===== src/rtl/issue_cfg.svh =====
`ifndef ISSUE_CFG_SVH
`define ISSUE_CFG_SVH

// ========================================
// Issue stage configuration
// ========================================

// Number of architectural registers, r0 included
`define ISSUE_NUM_REGS 64

// Width of a register index, log2 of the register count
`define ISSUE_REG_W 6

// Width of one instruction word as offered to the issue stage
`define ISSUE_INSTR_W 24

// Cycles from the issue cycle to the writeback cycle
// This is also the depth of the writeback delay line
`define ISSUE_EXEC_STAGES 3

`endif


===== src/rtl/issue_pkg.sv =====
`include "issue_cfg.svh"

package issue_pkg;

	// ========================================
	// Register and instruction types
	// ========================================

	// Number of one architectural register
	typedef logic [`ISSUE_REG_W-1:0] reg_idx_t;

	// One bit per architectural register, bit n stands for rn
	typedef logic [`ISSUE_NUM_REGS-1:0] regs_bitmap_t;

	// Raw instruction word
	// Opcode sits in 23:20, rt in 17:12, ra in 11:6 and rb in 5:0
	// Bits 19:18 are spare and ignored by the decoder
	typedef logic [`ISSUE_INSTR_W-1:0] instr_t;

	// Opcodes known to the issue stage
	// Any other encoding behaves as a NOP
	typedef enum logic [3:0]
	{
		OP_NOP = 4'h0,
		OP_LI  = 4'h1,
		OP_MOV = 4'h2,
		OP_ADD = 4'h3,
		OP_ST  = 4'h4
	} opcode_t;

endpackage


===== src/rtl/instr_decoder.sv =====
module instr_decoder
(
	input  issue_pkg::instr_t   instr,
	output logic                has_ra,
	output logic                has_rb,
	output logic                has_rt,
	output issue_pkg::reg_idx_t ra,
	output issue_pkg::reg_idx_t rb,
	output issue_pkg::reg_idx_t rt
);

	issue_pkg::opcode_t opcode;
	logic               uses_rt;

	// Register fields sit at fixed positions for every opcode
	assign opcode = issue_pkg::opcode_t'(instr[23:20]);
	assign rt     = instr[17:12];
	assign ra     = instr[11:6];
	assign rb     = instr[5:0];

	// Per-opcode use flags
	// Unknown encodings fall into the default arm and use nothing
	always_comb
	begin
		has_ra  = 1'b0;
		has_rb  = 1'b0;
		uses_rt = 1'b0;
		case (opcode)
			issue_pkg::OP_LI:
			begin
				uses_rt = 1'b1;
			end
			issue_pkg::OP_MOV:
			begin
				uses_rt = 1'b1;
				has_ra  = 1'b1;
			end
			issue_pkg::OP_ADD:
			begin
				uses_rt = 1'b1;
				has_ra  = 1'b1;
				has_rb  = 1'b1;
			end
			issue_pkg::OP_ST:
			begin
				has_ra = 1'b1;
				has_rb = 1'b1;
			end
			default:
			begin
				uses_rt = 1'b0;
			end
		endcase
	end

	// A write to r0 is thrown away, so r0 is never reported as a target
	// This keeps r0 out of the scoreboard clear and out of the writeback pipe
	assign has_rt = uses_rt && (rt != '0);

endmodule


===== src/rtl/issue_top.sv =====
module issue_top
(
	input  logic                clk,
	input  logic                rst,
	input  logic                instr_v,
	input  issue_pkg::instr_t   instr,
	input  logic                rollback,
	output logic                stall,
	output logic                issued,
	output logic                wb_v,
	output issue_pkg::reg_idx_t wb_rt
);

	// Decoded register fields
	logic                    has_ra;
	logic                    has_rb;
	logic                    has_rt;
	issue_pkg::reg_idx_t     ra;
	issue_pkg::reg_idx_t     rb;
	issue_pkg::reg_idx_t     rt;
	// Targets still in flight, consumed only during rollback
	issue_pkg::regs_bitmap_t inflight_bitmap;

	instr_decoder i_instr_decoder
	(
		.instr  (instr),
		.has_ra (has_ra),
		.has_rb (has_rb),
		.has_rt (has_rt),
		.ra     (ra),
		.rb     (rb),
		.rt     (rt)
	);

	reg_scoreboard i_reg_scoreboard
	(
		.clk             (clk),
		.rst             (rst),
		.instr_v         (instr_v),
		.has_ra          (has_ra),
		.has_rb          (has_rb),
		.has_rt          (has_rt),
		.ra              (ra),
		.rb              (rb),
		.rt              (rt),
		.wb_v            (wb_v),
		.wb_rt           (wb_rt),
		.rollback        (rollback),
		.rollback_bitmap (inflight_bitmap),
		.issued          (issued),
		.stall           (stall)
	);

	wb_pipe i_wb_pipe
	(
		.clk             (clk),
		.rst             (rst),
		.issued          (issued),
		.has_rt          (has_rt),
		.rt              (rt),
		.rollback        (rollback),
		.wb_v            (wb_v),
		.wb_rt           (wb_rt),
		.inflight_bitmap (inflight_bitmap)
	);

endmodule


===== src/rtl/reg_scoreboard.sv =====
module reg_scoreboard
(
	input  logic                    clk,
	input  logic                    rst,
	input  logic                    instr_v,
	input  logic                    has_ra,
	input  logic                    has_rb,
	input  logic                    has_rt,
	input  issue_pkg::reg_idx_t     ra,
	input  issue_pkg::reg_idx_t     rb,
	input  issue_pkg::reg_idx_t     rt,
	input  logic                    wb_v,
	input  issue_pkg::reg_idx_t     wb_rt,
	input  logic                    rollback,
	input  issue_pkg::regs_bitmap_t rollback_bitmap,
	output logic                    issued,
	output logic                    stall
);

	// One current valid bit per register
	issue_pkg::regs_bitmap_t valid;
	// Valid bits as seen by this cycle's issue check
	issue_pkg::regs_bitmap_t nxt_valid;
	issue_pkg::regs_bitmap_t valid_d;
	issue_pkg::regs_bitmap_t srcs;
	issue_pkg::regs_bitmap_t tgts;
	issue_pkg::regs_bitmap_t wbs;
	issue_pkg::regs_bitmap_t set_bm;
	issue_pkg::regs_bitmap_t clr_bm;

	// ========================================
	// Bitmaps built from the current instruction
	// ========================================

	// Sources that must be valid before the instruction may go
	always_comb
	begin
		srcs = '0;
		if (has_ra)
			srcs[ra] = 1'b1;
		if (has_rb)
			srcs[rb] = 1'b1;
		// r0 never waits on anything
		srcs[0] = 1'b0;
	end

	// Target that turns busy once the instruction issues
	// The decoder already drops r0 as a target
	always_comb
	begin
		tgts = '0;
		if (has_rt)
			tgts[rt] = 1'b1;
	end

	// Register coming back from the writeback pipe this cycle
	always_comb
	begin
		wbs = '0;
		if (wb_v)
			wbs[wb_rt] = 1'b1;
	end

	// ========================================
	// Valid bitmap update
	// ========================================

	// Writebacks and the rollback set both make registers valid again
	assign set_bm = wbs | (rollback ? rollback_bitmap : '0);
	assign clr_bm = issued ? tgts : '0;

	// Sets are visible to the issue check in the same cycle
	// A consumer may therefore issue in its producer's writeback cycle
	assign nxt_valid = valid | set_bm;

	// A clear from a new issue beats a set of the same register
	// The new owner of the register is still in flight after this edge
	assign valid_d = nxt_valid & ~clr_bm;

	always_ff @(posedge clk)
	begin
		if (rst)
			valid <= '1;
		else
			valid <= valid_d;
	end

	// ========================================
	// Issue decision
	// ========================================

	// Every used source must be valid, and nothing goes in a rollback cycle
	assign issued = instr_v && !rollback && ((nxt_valid & srcs) == srcs);

	// The source holds the instruction until it issues
	assign stall = instr_v && !issued;

	// ========================================
	// Checks
	// ========================================

	// r0 can never be marked busy
	a_r0_valid : assert property (@(posedge clk) disable iff (rst) valid[0]);

	// The decoder masks r0 targets, so the pipe must never return r0
	a_wb_not_r0 : assert property (@(posedge clk) disable iff (rst)
		wb_v |-> (wb_rt != '0));

endmodule


===== src/rtl/wb_pipe.sv =====
`include "issue_cfg.svh"

module wb_pipe
(
	input  logic                    clk,
	input  logic                    rst,
	input  logic                    issued,
	input  logic                    has_rt,
	input  issue_pkg::reg_idx_t     rt,
	input  logic                    rollback,
	output logic                    wb_v,
	output issue_pkg::reg_idx_t     wb_rt,
	output issue_pkg::regs_bitmap_t inflight_bitmap
);

	localparam int STAGES = `ISSUE_EXEC_STAGES;

	// One entry per execution cycle
	// Entry 0 is loaded at the issue edge and the last entry writes back
	logic                stage_v  [STAGES];
	issue_pkg::reg_idx_t stage_rt [STAGES];

	// ========================================
	// Delay line
	// ========================================

	// Valid bits are control state and are cleared on reset and on rollback
	// Every entry is dropped on rollback except the last one, whose
	// writeback is already on the output during the rollback cycle
	always_ff @(posedge clk)
	begin
		if (rst || rollback)
		begin
			for (int i = 0; i < STAGES; i++)
				stage_v[i] <= 1'b0;
		end
		else
		begin
			// Only instructions with a real target return a writeback
			stage_v[0] <= issued && has_rt;
			for (int i = 1; i < STAGES; i++)
				stage_v[i] <= stage_v[i-1];
		end
	end

	// Target numbers just follow their valid bits down the line
	always_ff @(posedge clk)
	begin
		stage_rt[0] <= rt;
		for (int i = 1; i < STAGES; i++)
			stage_rt[i] <= stage_rt[i-1];
	end

	assign wb_v  = stage_v[STAGES-1];
	assign wb_rt = stage_rt[STAGES-1];

	// ========================================
	// In-flight set for rollback
	// ========================================

	// Targets that will not write back this cycle
	// The last entry is left out because its writeback sets the bit anyway
	always_comb
	begin
		inflight_bitmap = '0;
		for (int i = 0; i < STAGES - 1; i++)
		begin
			if (stage_v[i])
				inflight_bitmap[stage_rt[i]] = 1'b1;
		end
	end

	// ========================================
	// Checks
	// ========================================

	// The scoreboard blocks issue during a rollback
	// A load in that cycle would be lost by the flush
	a_no_issue_on_rollback : assert property (@(posedge clk) disable iff (rst)
		!(rollback && issued));

endmodule


===== config.mk =====
export PLATFORM = sky130hd
export DESIGN_NAME = issue_top
export DESIGN_NICKNAME = d
export VERILOG_FILES = /design/src/rtl/issue_pkg.sv /design/src/rtl/instr_decoder.sv /design/src/rtl/issue_top.sv /design/src/rtl/reg_scoreboard.sv /design/src/rtl/wb_pipe.sv
export VERILOG_INCLUDE_DIRS = /design/src /design/src/rtl
export SDC_FILE = /design/constraint.sdc
export NUM_CORES = 1
export LEC_CHECK = 0
export ABC_AREA = 1
export BUFFER_PORTS_ARGS = -buffer_cell sky130_fd_sc_hd__buf_4
export CAP_MARGIN = 20
export CORE_MARGIN = 2
export CORE_UTILIZATION = 40
export DETAILED_ROUTE_END_ITERATION = 16
export MAX_ROUTING_LAYER = met4
export PLACE_DENSITY = 0.53
export SYNTH_ARGS = -nofsm -noshare
export SYNTH_HDL_FRONTEND = slang
export SYNTH_SLANG_ARGS = --single-unit

===== constraint.sdc =====
create_clock -name clk -period 3.75 [get_ports clk]
set_clock_uncertainty 0.2 [all_clocks]
set_input_delay 0.75 -clock clk [delete_from_list [all_inputs] [get_ports clk]]
set_output_delay 0.75 -clock clk [all_outputs]
set_load 0.02 [all_outputs]

# Word level (Yosys, flattened, before mapping)
# Memories as Yosys holds them, arrays and structs flattened.
# Index checks and enable logic that the tools add are counted.
[word_totals] reg_bits=64 latch_bits=0 mem_bits_rw=21 romBits=0 out_inout_bits=9 wordCells=77 memories=2
[op_classes] n_addsub=0 n_mul=0 n_div=0 order_cmp=12 n_eq_ne=5 n_shift=0 mux=29 bitwise=10 n_reduce_logical=18
[memory_table] memory="i_wb_pipe.stage_rt" depth=3 word_bits=6 rd=3 rd_ports_with_merged_regs=0 wr=3 line="wb_pipe.sv:21" text="issue_pkg::reg_idx_t stage_rt [STAGES];"
[memory_table] memory="i_wb_pipe.stage_v" depth=3 word_bits=1 rd=3 rd_ports_with_merged_regs=0 wr=3 line="wb_pipe.sv:20" text="logic stage_v [STAGES];"
[ops] op="64-bit two-way mux" count=8
[ops] op="64-bit OR" count=4
[ops] op="64-bit AND" count=2
[ops] op="64-bit == test" count=1
[ops] op="64-bit inverter" count=1
[ops] op="6-bit by 7-bit < comparator with 1-bit output (second input constant)" count=6
[ops] op="1-bit demux with 6-bit select" count=6
[ops] op="6-bit by 1-bit greater-or-equal comparator with 1-bit output (second input constant)" count=6
[ops] op="1-bit two-way mux" count=15
[ops] op="1-bit logical AND" count=11
[ops] op="4-bit by 2-bit == test with 1-bit output (second input constant)" count=2
[ops] op="6-bit nonzero test" count=1
[ops] op="3-bit OR reduction" count=2
[ops] op="4-bit by 1-bit == test with 1-bit output (second input constant)" count=1
[ops] op="4-bit by 3-bit == test with 1-bit output (second input constant)" count=1
[ops] op="1-bit OR" count=3
[ops] op="1-bit zero test" count=2
[ops] op="2-bit OR reduction" count=1
[ops] op="1-bit logical OR" count=1

# Longest topological paths before layout
# Gate-level depths: netlist of the first run.
# An unclocked memory read counts as a cell.
[depth] depth_word=17 mapped_depth=19 depth_no_buf=16

# Hierarchy
# A second synthesis of the first run with hierarchy kept.
[unflattened] hier_cells=1411 hier_area_um2=7225.7
[modules_own_cells] module="reg_scoreboard" instances=1 cells_each=1072 area_each_um2=5416.4 seq_area_each_um2=1261.2
[modules_own_cells] module="wb_pipe" instances=1 cells_each=304 area_each_um2=1606.5 seq_area_each_um2=420.4
[modules_own_cells] module="instr_decoder" instances=1 cells_each=35 area_each_um2=202.7 seq_area_each_um2=0.0

# Least setup slack after synthesis of the first run
# OpenSTA, ideal clock, no wires.
[synth_path] path_kind="input port to output port" start="input instr[21]" end="output stall" t_arrival_ps=2412 required_ps=2800 slack_ps=388 cell_stages=15 path_cell_list="nor2_1 > nand3_1 > nand2_1 > clkbuf_1 > nand3_1 > nand2_1 > nand3_1 > nand2_1 > nor2_1 > nand2_1 > nor2_1 > nand2_1 > nor2_1 > buf_2 > nor2_1"
[synth_via] elab_chain_cells=11 word_cells_on_any_way=15
[synth_rtl] item="start: declaration" line="issue_top.sv:6" text="input issue_pkg::instr_t instr,"
[synth_rtl] item="4-bit by 3-bit == test with 1-bit output / 4-bit by 2-bit == test with 1-bit output (equally long branches)" line="instr_decoder.sv:28" text="case (opcode)"
[synth_rtl] item="3-bit OR reduction (no line)"
[synth_rtl] item="1-bit two-way mux" line="instr_decoder.sv:28"
[synth_rtl] item="64-bit two-way mux" line="reg_scoreboard.sv:39" text="if (has_ra)"
[synth_rtl] item="64-bit OR (no line)"
[synth_rtl] item="64-bit two-way mux (*)" line="reg_scoreboard.sv:41" text="if (has_rb)"
[synth_rtl] item="64-bit AND" line="reg_scoreboard.sv:93" text="assign issued = instr_v && !rollback && ((nxt_valid & srcs) == srcs);"
[synth_rtl] item="64-bit == test (*)" line="reg_scoreboard.sv:93"
[synth_rtl] item="1-bit logical AND (*)" line="reg_scoreboard.sv:93"
[synth_rtl] item="net issued" line="issue_top.sv:9" text="output logic issued,"
[synth_rtl] item="1-bit zero test (*)" line="reg_scoreboard.sv:96" text="assign stall = instr_v && !issued;"
[synth_rtl] item="1-bit logical AND (*)" line="reg_scoreboard.sv:96"
[synth_rtl] item="end: declaration" line="issue_top.sv:8" text="output logic stall,"
# Mark *: on every way through the listed nets, which the timed path passes. The rest lies on a longest branch.

==> results of run 1 <==
through the flow:
step                      std cells  instance area [sq um]
final                          1755                   8550
after detailed placement       1739                   8160
after global placement         1739                   8160
after CTS                      1754                   8490
after floorplan                1466                   7300
after global routing           1755                   8550
cell usage after synthesis (all sizes together):
cell type,instances
a21oi,53
a31oi,1
buf,21
clkbuf,25
dfxtp,84
inv,78
nand2,719
nand3,147
nand4,3
nor2,288
nor3,19
o21ai,27
or2,1
worst register-to-register path: cells and delay by family (launching register included):
| kind | cells | cell delay [ns] |
|---|---|---|
| and+or+nand+nor | 14 | 1.45 |
| buffers and inverters | 5 | 0.95 |
| DFF | 1 | 0.45 |
sequential cells by signal (all words and copies together), names as in the netlist:
register	count
i_wb_pipe.stage_v	3
i_wb_pipe.stage_rt	18
i_reg_scoreboard.valid	63
worst max-delay path by stage:
stage / to / slack (ns)
after floorplan: stall / 0.39
after global placement: stall / 0.24
after detailed placement: stall / 0.20
after CTS: stall / 0.009
after global routing: stall / 0.003
final: stall / 0.14
cells by family after synthesis:
kind of cell,Yosys count,synth area share (%)
flops,84,23.0
buf+inv,124,7.23
simple gates,1177,64.2
compound gates,81,5.57
report_power, final:
part | switching, mW | internal, mW | total [mW]
Combinational | 0.243 | 0.0866 | 0.330
Clock | 0.391 | 0.616 | 1.01
Sequential | 0.0261 | 0.904 | 0.930
Total | 0.661 | 1.61 | 2.27
area by class of cell:
class / instances / area, sq um
Sequential cell: 84 / 1690
Inverter: 78 / 293
Fill cell: 1988 / 9410
Timing Repair Buffer: 91 / 776
Multi-Input combinational cell: 1258 / 5180
Clock inverter: 4 / 72.6
Tap cell: 229 / 287
Clock buffer: 11 / 253
layer usage:
layer	track usage, %	vias to the layer above	part of all wire (%)
met5	-	-	0
met4	15.2	0	5.0
met3	4.56	62	7.8
met2	50.3	400	43
met1	46.2	4235	44
li1	-	4661	-
timing repair:
item                                    in CTS  in global routing
cloned                                       0                  1
gates resized for setup                      1                 17
buffers inserted                             0                  0
endpoints found under the setup margin       1                  2
==> metrics.cfg, run 1 <==
[run_status]
outcome=finished clean

[finish]
final_cell_mix=713 x nand2_1, 277 x nor2_1, 146 x nand3_1, 84 x buf_4, 78 x dfxtp_1
drive_above_1_share_pct=10.0
area_growth_pct=17.2
num-nets-final=1550
antenna_cells=0
layout_commonest_cell=nand2_1
final_core_util_pct=47.6

[pwr]
powerDensity_nw_per_um2=265
power_mw=2.27
max-vdd-ir-drop_mv=0.294
leakagePower_nw=4.12

[sta]
hold_violations=0
setup_viol=0
drv_slew=0
post-route-min-period_ns=3.61
whs_ns=0.235
worst_pin_slew_ns=1.10
setup_tns_ns=0
finalCritPeriodShare_pct=96.4
setup_ws_ns=0.136
max_freq_ghz=0.277
rsz0062_at_grt=no
relSlewSlack_pct=26.4

[drt]
drt-vias-per-instance=5.33
wl_per_cell_um=18.6
vias=9358
ant_nets=0
drtIter0Drc=1035
drcViolationCount=0
wl_um=32700
dr.pass1.iters=5

[global_routing]
overflow=0
grt_pass1_vias=8010
antenna_found_initial=0
grt_usage_pct=34.0
grt_start_max_net_pins=65
grt_pass1_wl_um=47900

[synth]
syn_nets=1494
yosysTopAreaCell=nand2_1
synth.distinct_cells=21
netlist_area_sq_um=7300
yosysSeqAreaShare_pct=23.0
synth_area_leaders=nand2_1 37%, dfxtp_1 23%, nor2_1 14%, nand3_1 10%, a21oi_1 3.6%
yosys_warnings=0
synth_top_area_share_pct=37.0
synth_seq_cells=84
synthCells=1466
avgSynthCellArea_sq_um=4.98

[critical_path]
critical_path_class=flop to output port
r2r_cells=19
reg2reg_slack_ns=0.59
cp-end-kind=output port
worst-path-buf-inv=4
crit_cells=16
crit_path_top_delay_cell=dfxtp_1
critPathLaunch=i_wb_pipe.stage_v[0][0]
cp_top_family=simple AND/OR/NAND/NOR gates
start_kind=flop
path_cells=inv_2 > nor3_2 > buf_4 > buf_4 > nand2_1 > nand2_1 > nand2_1 > nand3_1 > nand2_1 > nor2_1 > nand2_1 > nor2_1 > nand2_1 > nor2_4 > nor2_1 > buf_4
path_max_fanout=7
max_stage_delay_ns=0.45
r2r-start=i_wb_pipe.stage_v[0][0]
worstPathArrival_ns=2.66
path_common_cell=nand2_1
critical_path_required_ns=2.80
r2r_end=i_reg_scoreboard.valid[13]

[min_path]
holdPathStages=0
hold_path.class=flop to flop
min_to=i_wb_pipe.stage_rt[0][17]
hold_path.startpoint=i_wb_pipe.stage_rt[0][11]

[floorplanning]
die_x_um=139
io_pins=37
die_area_sq_um=19300
die_h_um=139
initial_core_util_pct=40.6
core_area_sq_um=18000
num_rows=49

[clock_network]
cts.sinks=84
cts_root_buffer=clkbuf_16
cts_buffer_depth=2
clk_pin_slew_ns=0.06
cts_hold_buf=0
htreeDepth=3
cts_buffers=9
cts_tree=built
clk_latency_ns=0.35

[run]
cap_violations=0

[place]
post-dp-hpwl_um=24200
io_buffers=34
pre_cts_slack_ns=0.199
gp_congestion=1.06

Power figures use the tool's default switching activity.
==> run 2: changes to the inputs <==
--- a/config.mk
+++ b/config.mk
@@ -9,7 +9,6 @@
 export ABC_AREA = 1
 export BUFFER_PORTS_ARGS = -buffer_cell sky130_fd_sc_hd__buf_4
 export CAP_MARGIN = 20
-export CORE_MARGIN = 2
 export CORE_UTILIZATION = 40
 export DETAILED_ROUTE_END_ITERATION = 16
 export MAX_ROUTING_LAYER = met4
==> metrics.cfg, run 2 (synthesis gave the netlist of run 1 again) <==
[clock_network]
clk_latency_ns=0.36
cts_hold_buf=0
cts.sinks=84
cts_tree=built
htreeDepth=3
cts_buffer_depth=2
cts_buffers=9
cts_root_buffer=clkbuf_16
clk_pin_slew_ns=0.06

[drt]
drt-vias-per-instance=5.29
met3_length_um=2770
drcViolationCount=0
wl_per_cell_um=18.3
vias=9342
drtIter0Drc=977
wl_met1_um=14000
wl_um=32300
dr.pass1.iters=5
ant_nets=0
wl_met2_um=14000
route.top_layer_used=met4

[floorplanning]
die_x_um=137
die_area_sq_um=18800
num_rows=49
core_area_sq_um=17900
io_pins=37
die_h_um=137
initial_core_util_pct=40.8

[critical_path]
critical_path_required_ns=2.80
worstPathArrival_ns=2.69
max_stage_delay_ns=0.39
critical_path_class=flop to output port
path_max_fanout=8
path_common_cell=nand2_1
cp_top_family=simple AND/OR/NAND/NOR gates
start_kind=flop
crit_path_top_delay_cell=dfxtp_1
worst-path-buf-inv=4
cp-end-kind=output port
path_cells=inv_1 > nand3_1 > inv_1 > nand2_1 > o21ai_1 > buf_4 > nand2_1 > nand3_1 > nand2_1 > nor2_1 > nand2_1 > nor2_2 > nand2_1 > nor2_4 > nor2_1 > buf_4

[place]
io_buffers=34
gp_congestion=1.02
post-dp-hpwl_um=23400
placed_area_sq_um=8180

[finish]
final_core_util_pct=48.2
final_cell_mix=713 x nand2_1, 271 x nor2_1, 144 x nand3_1, 97 x buf_4, 77 x dfxtp_1
final_area_sq_um=8630
largest_reg_flops=63
fill_cells=2059
area_growth_pct=18.2
drive_above_1_share_pct=11.1
largestRegisters=i_reg_scoreboard.valid x63, i_wb_pipe.stage_rt x18, i_wb_pipe.stage_v x3
top_register=i_reg_scoreboard.valid
layout_commonest_cell=nand2_1
antenna_cells=0
num-nets-final=1560

[sta]
relSlewSlack_pct=31.3
worst_pin_slew_ns=1.02
drv_slew=0
setup_tns_ns=0
max_freq_ghz=0.274
setup_viol=0
finalCritPeriodShare_pct=97.2
hold_violations=0
whs_ns=0.211
post-route-min-period_ns=3.64

[global_routing]
grt_pass1_vias=7889
grt_pass1_wl_um=47000
overflow=0
antenna_found_initial=0
grt_usage_pct=35.8
grt_start_max_net_pins=65

[min_path]
hold_path.class=flop to flop

[pwr]
leakagePower_nw=4.15
powerDensity_nw_per_um2=267
max-vdd-ir-drop_mv=0.235

[run_status]
outcome=finished clean

[run]
cap_violations=0

## run 2: timing repair
action                     CTS  global route
resized for setup            1            32
buffers inserted             1             2
setup endpoints to repair    2             2
pin swaps                    1             5
## run 2: layer usage
metal / up-vias / global-route usage [%]
met1: 4201 / 47.9
met4: 0 / 16.2
met3: 71 / 5.22
met5: - / -
li1: 4682 / -
met2: 388 / 53.0
## run 2: report_power, final
part           switching (mW)  internal, mW
clock                   0.395         0.650
sequential             0.0225         0.904
combinational           0.245        0.0895
## run 2: per-stage QoR
step	setup WS (ns)	power (mW)	instances
floorplan	0.388	1.12	1466
global placement	0.138	1.26	1747
detailed placement	0.137	1.26	1747
CTS	0.00671	2.30	1764
global route	-0.0116	2.37	1766
finish	0.105	2.31	1766
## run 2: path summary, 6_finish.rpt
check | endpoint | cells past startpoint | slack, ns | start
max reg2reg | i_reg_scoreboard.valid[29] | 18 | 0.57 | i_wb_pipe.stage_rt[0][10]
min reg2reg | i_wb_pipe.stage_rt[0][12] | 0 | 0.21 | i_wb_pipe.stage_rt[0][6]
max | stall | 16 | 0.11 | i_wb_pipe.stage_rt[0][10]
min | i_wb_pipe.stage_rt[0][12] | 0 | 0.21 | i_wb_pipe.stage_rt[0][6]
## run 2: final cells by class
class	count	area (sq um)	area share (%)
clock buffers	11	233	2.70
multi-input cells	1258	5230	60.6
flip-flops and latches	84	1690	19.6
inverters	78	293	3.39
clock inverters	5	100	1.16
repair buffers	101	800	9.27
well taps	229	287	3.32
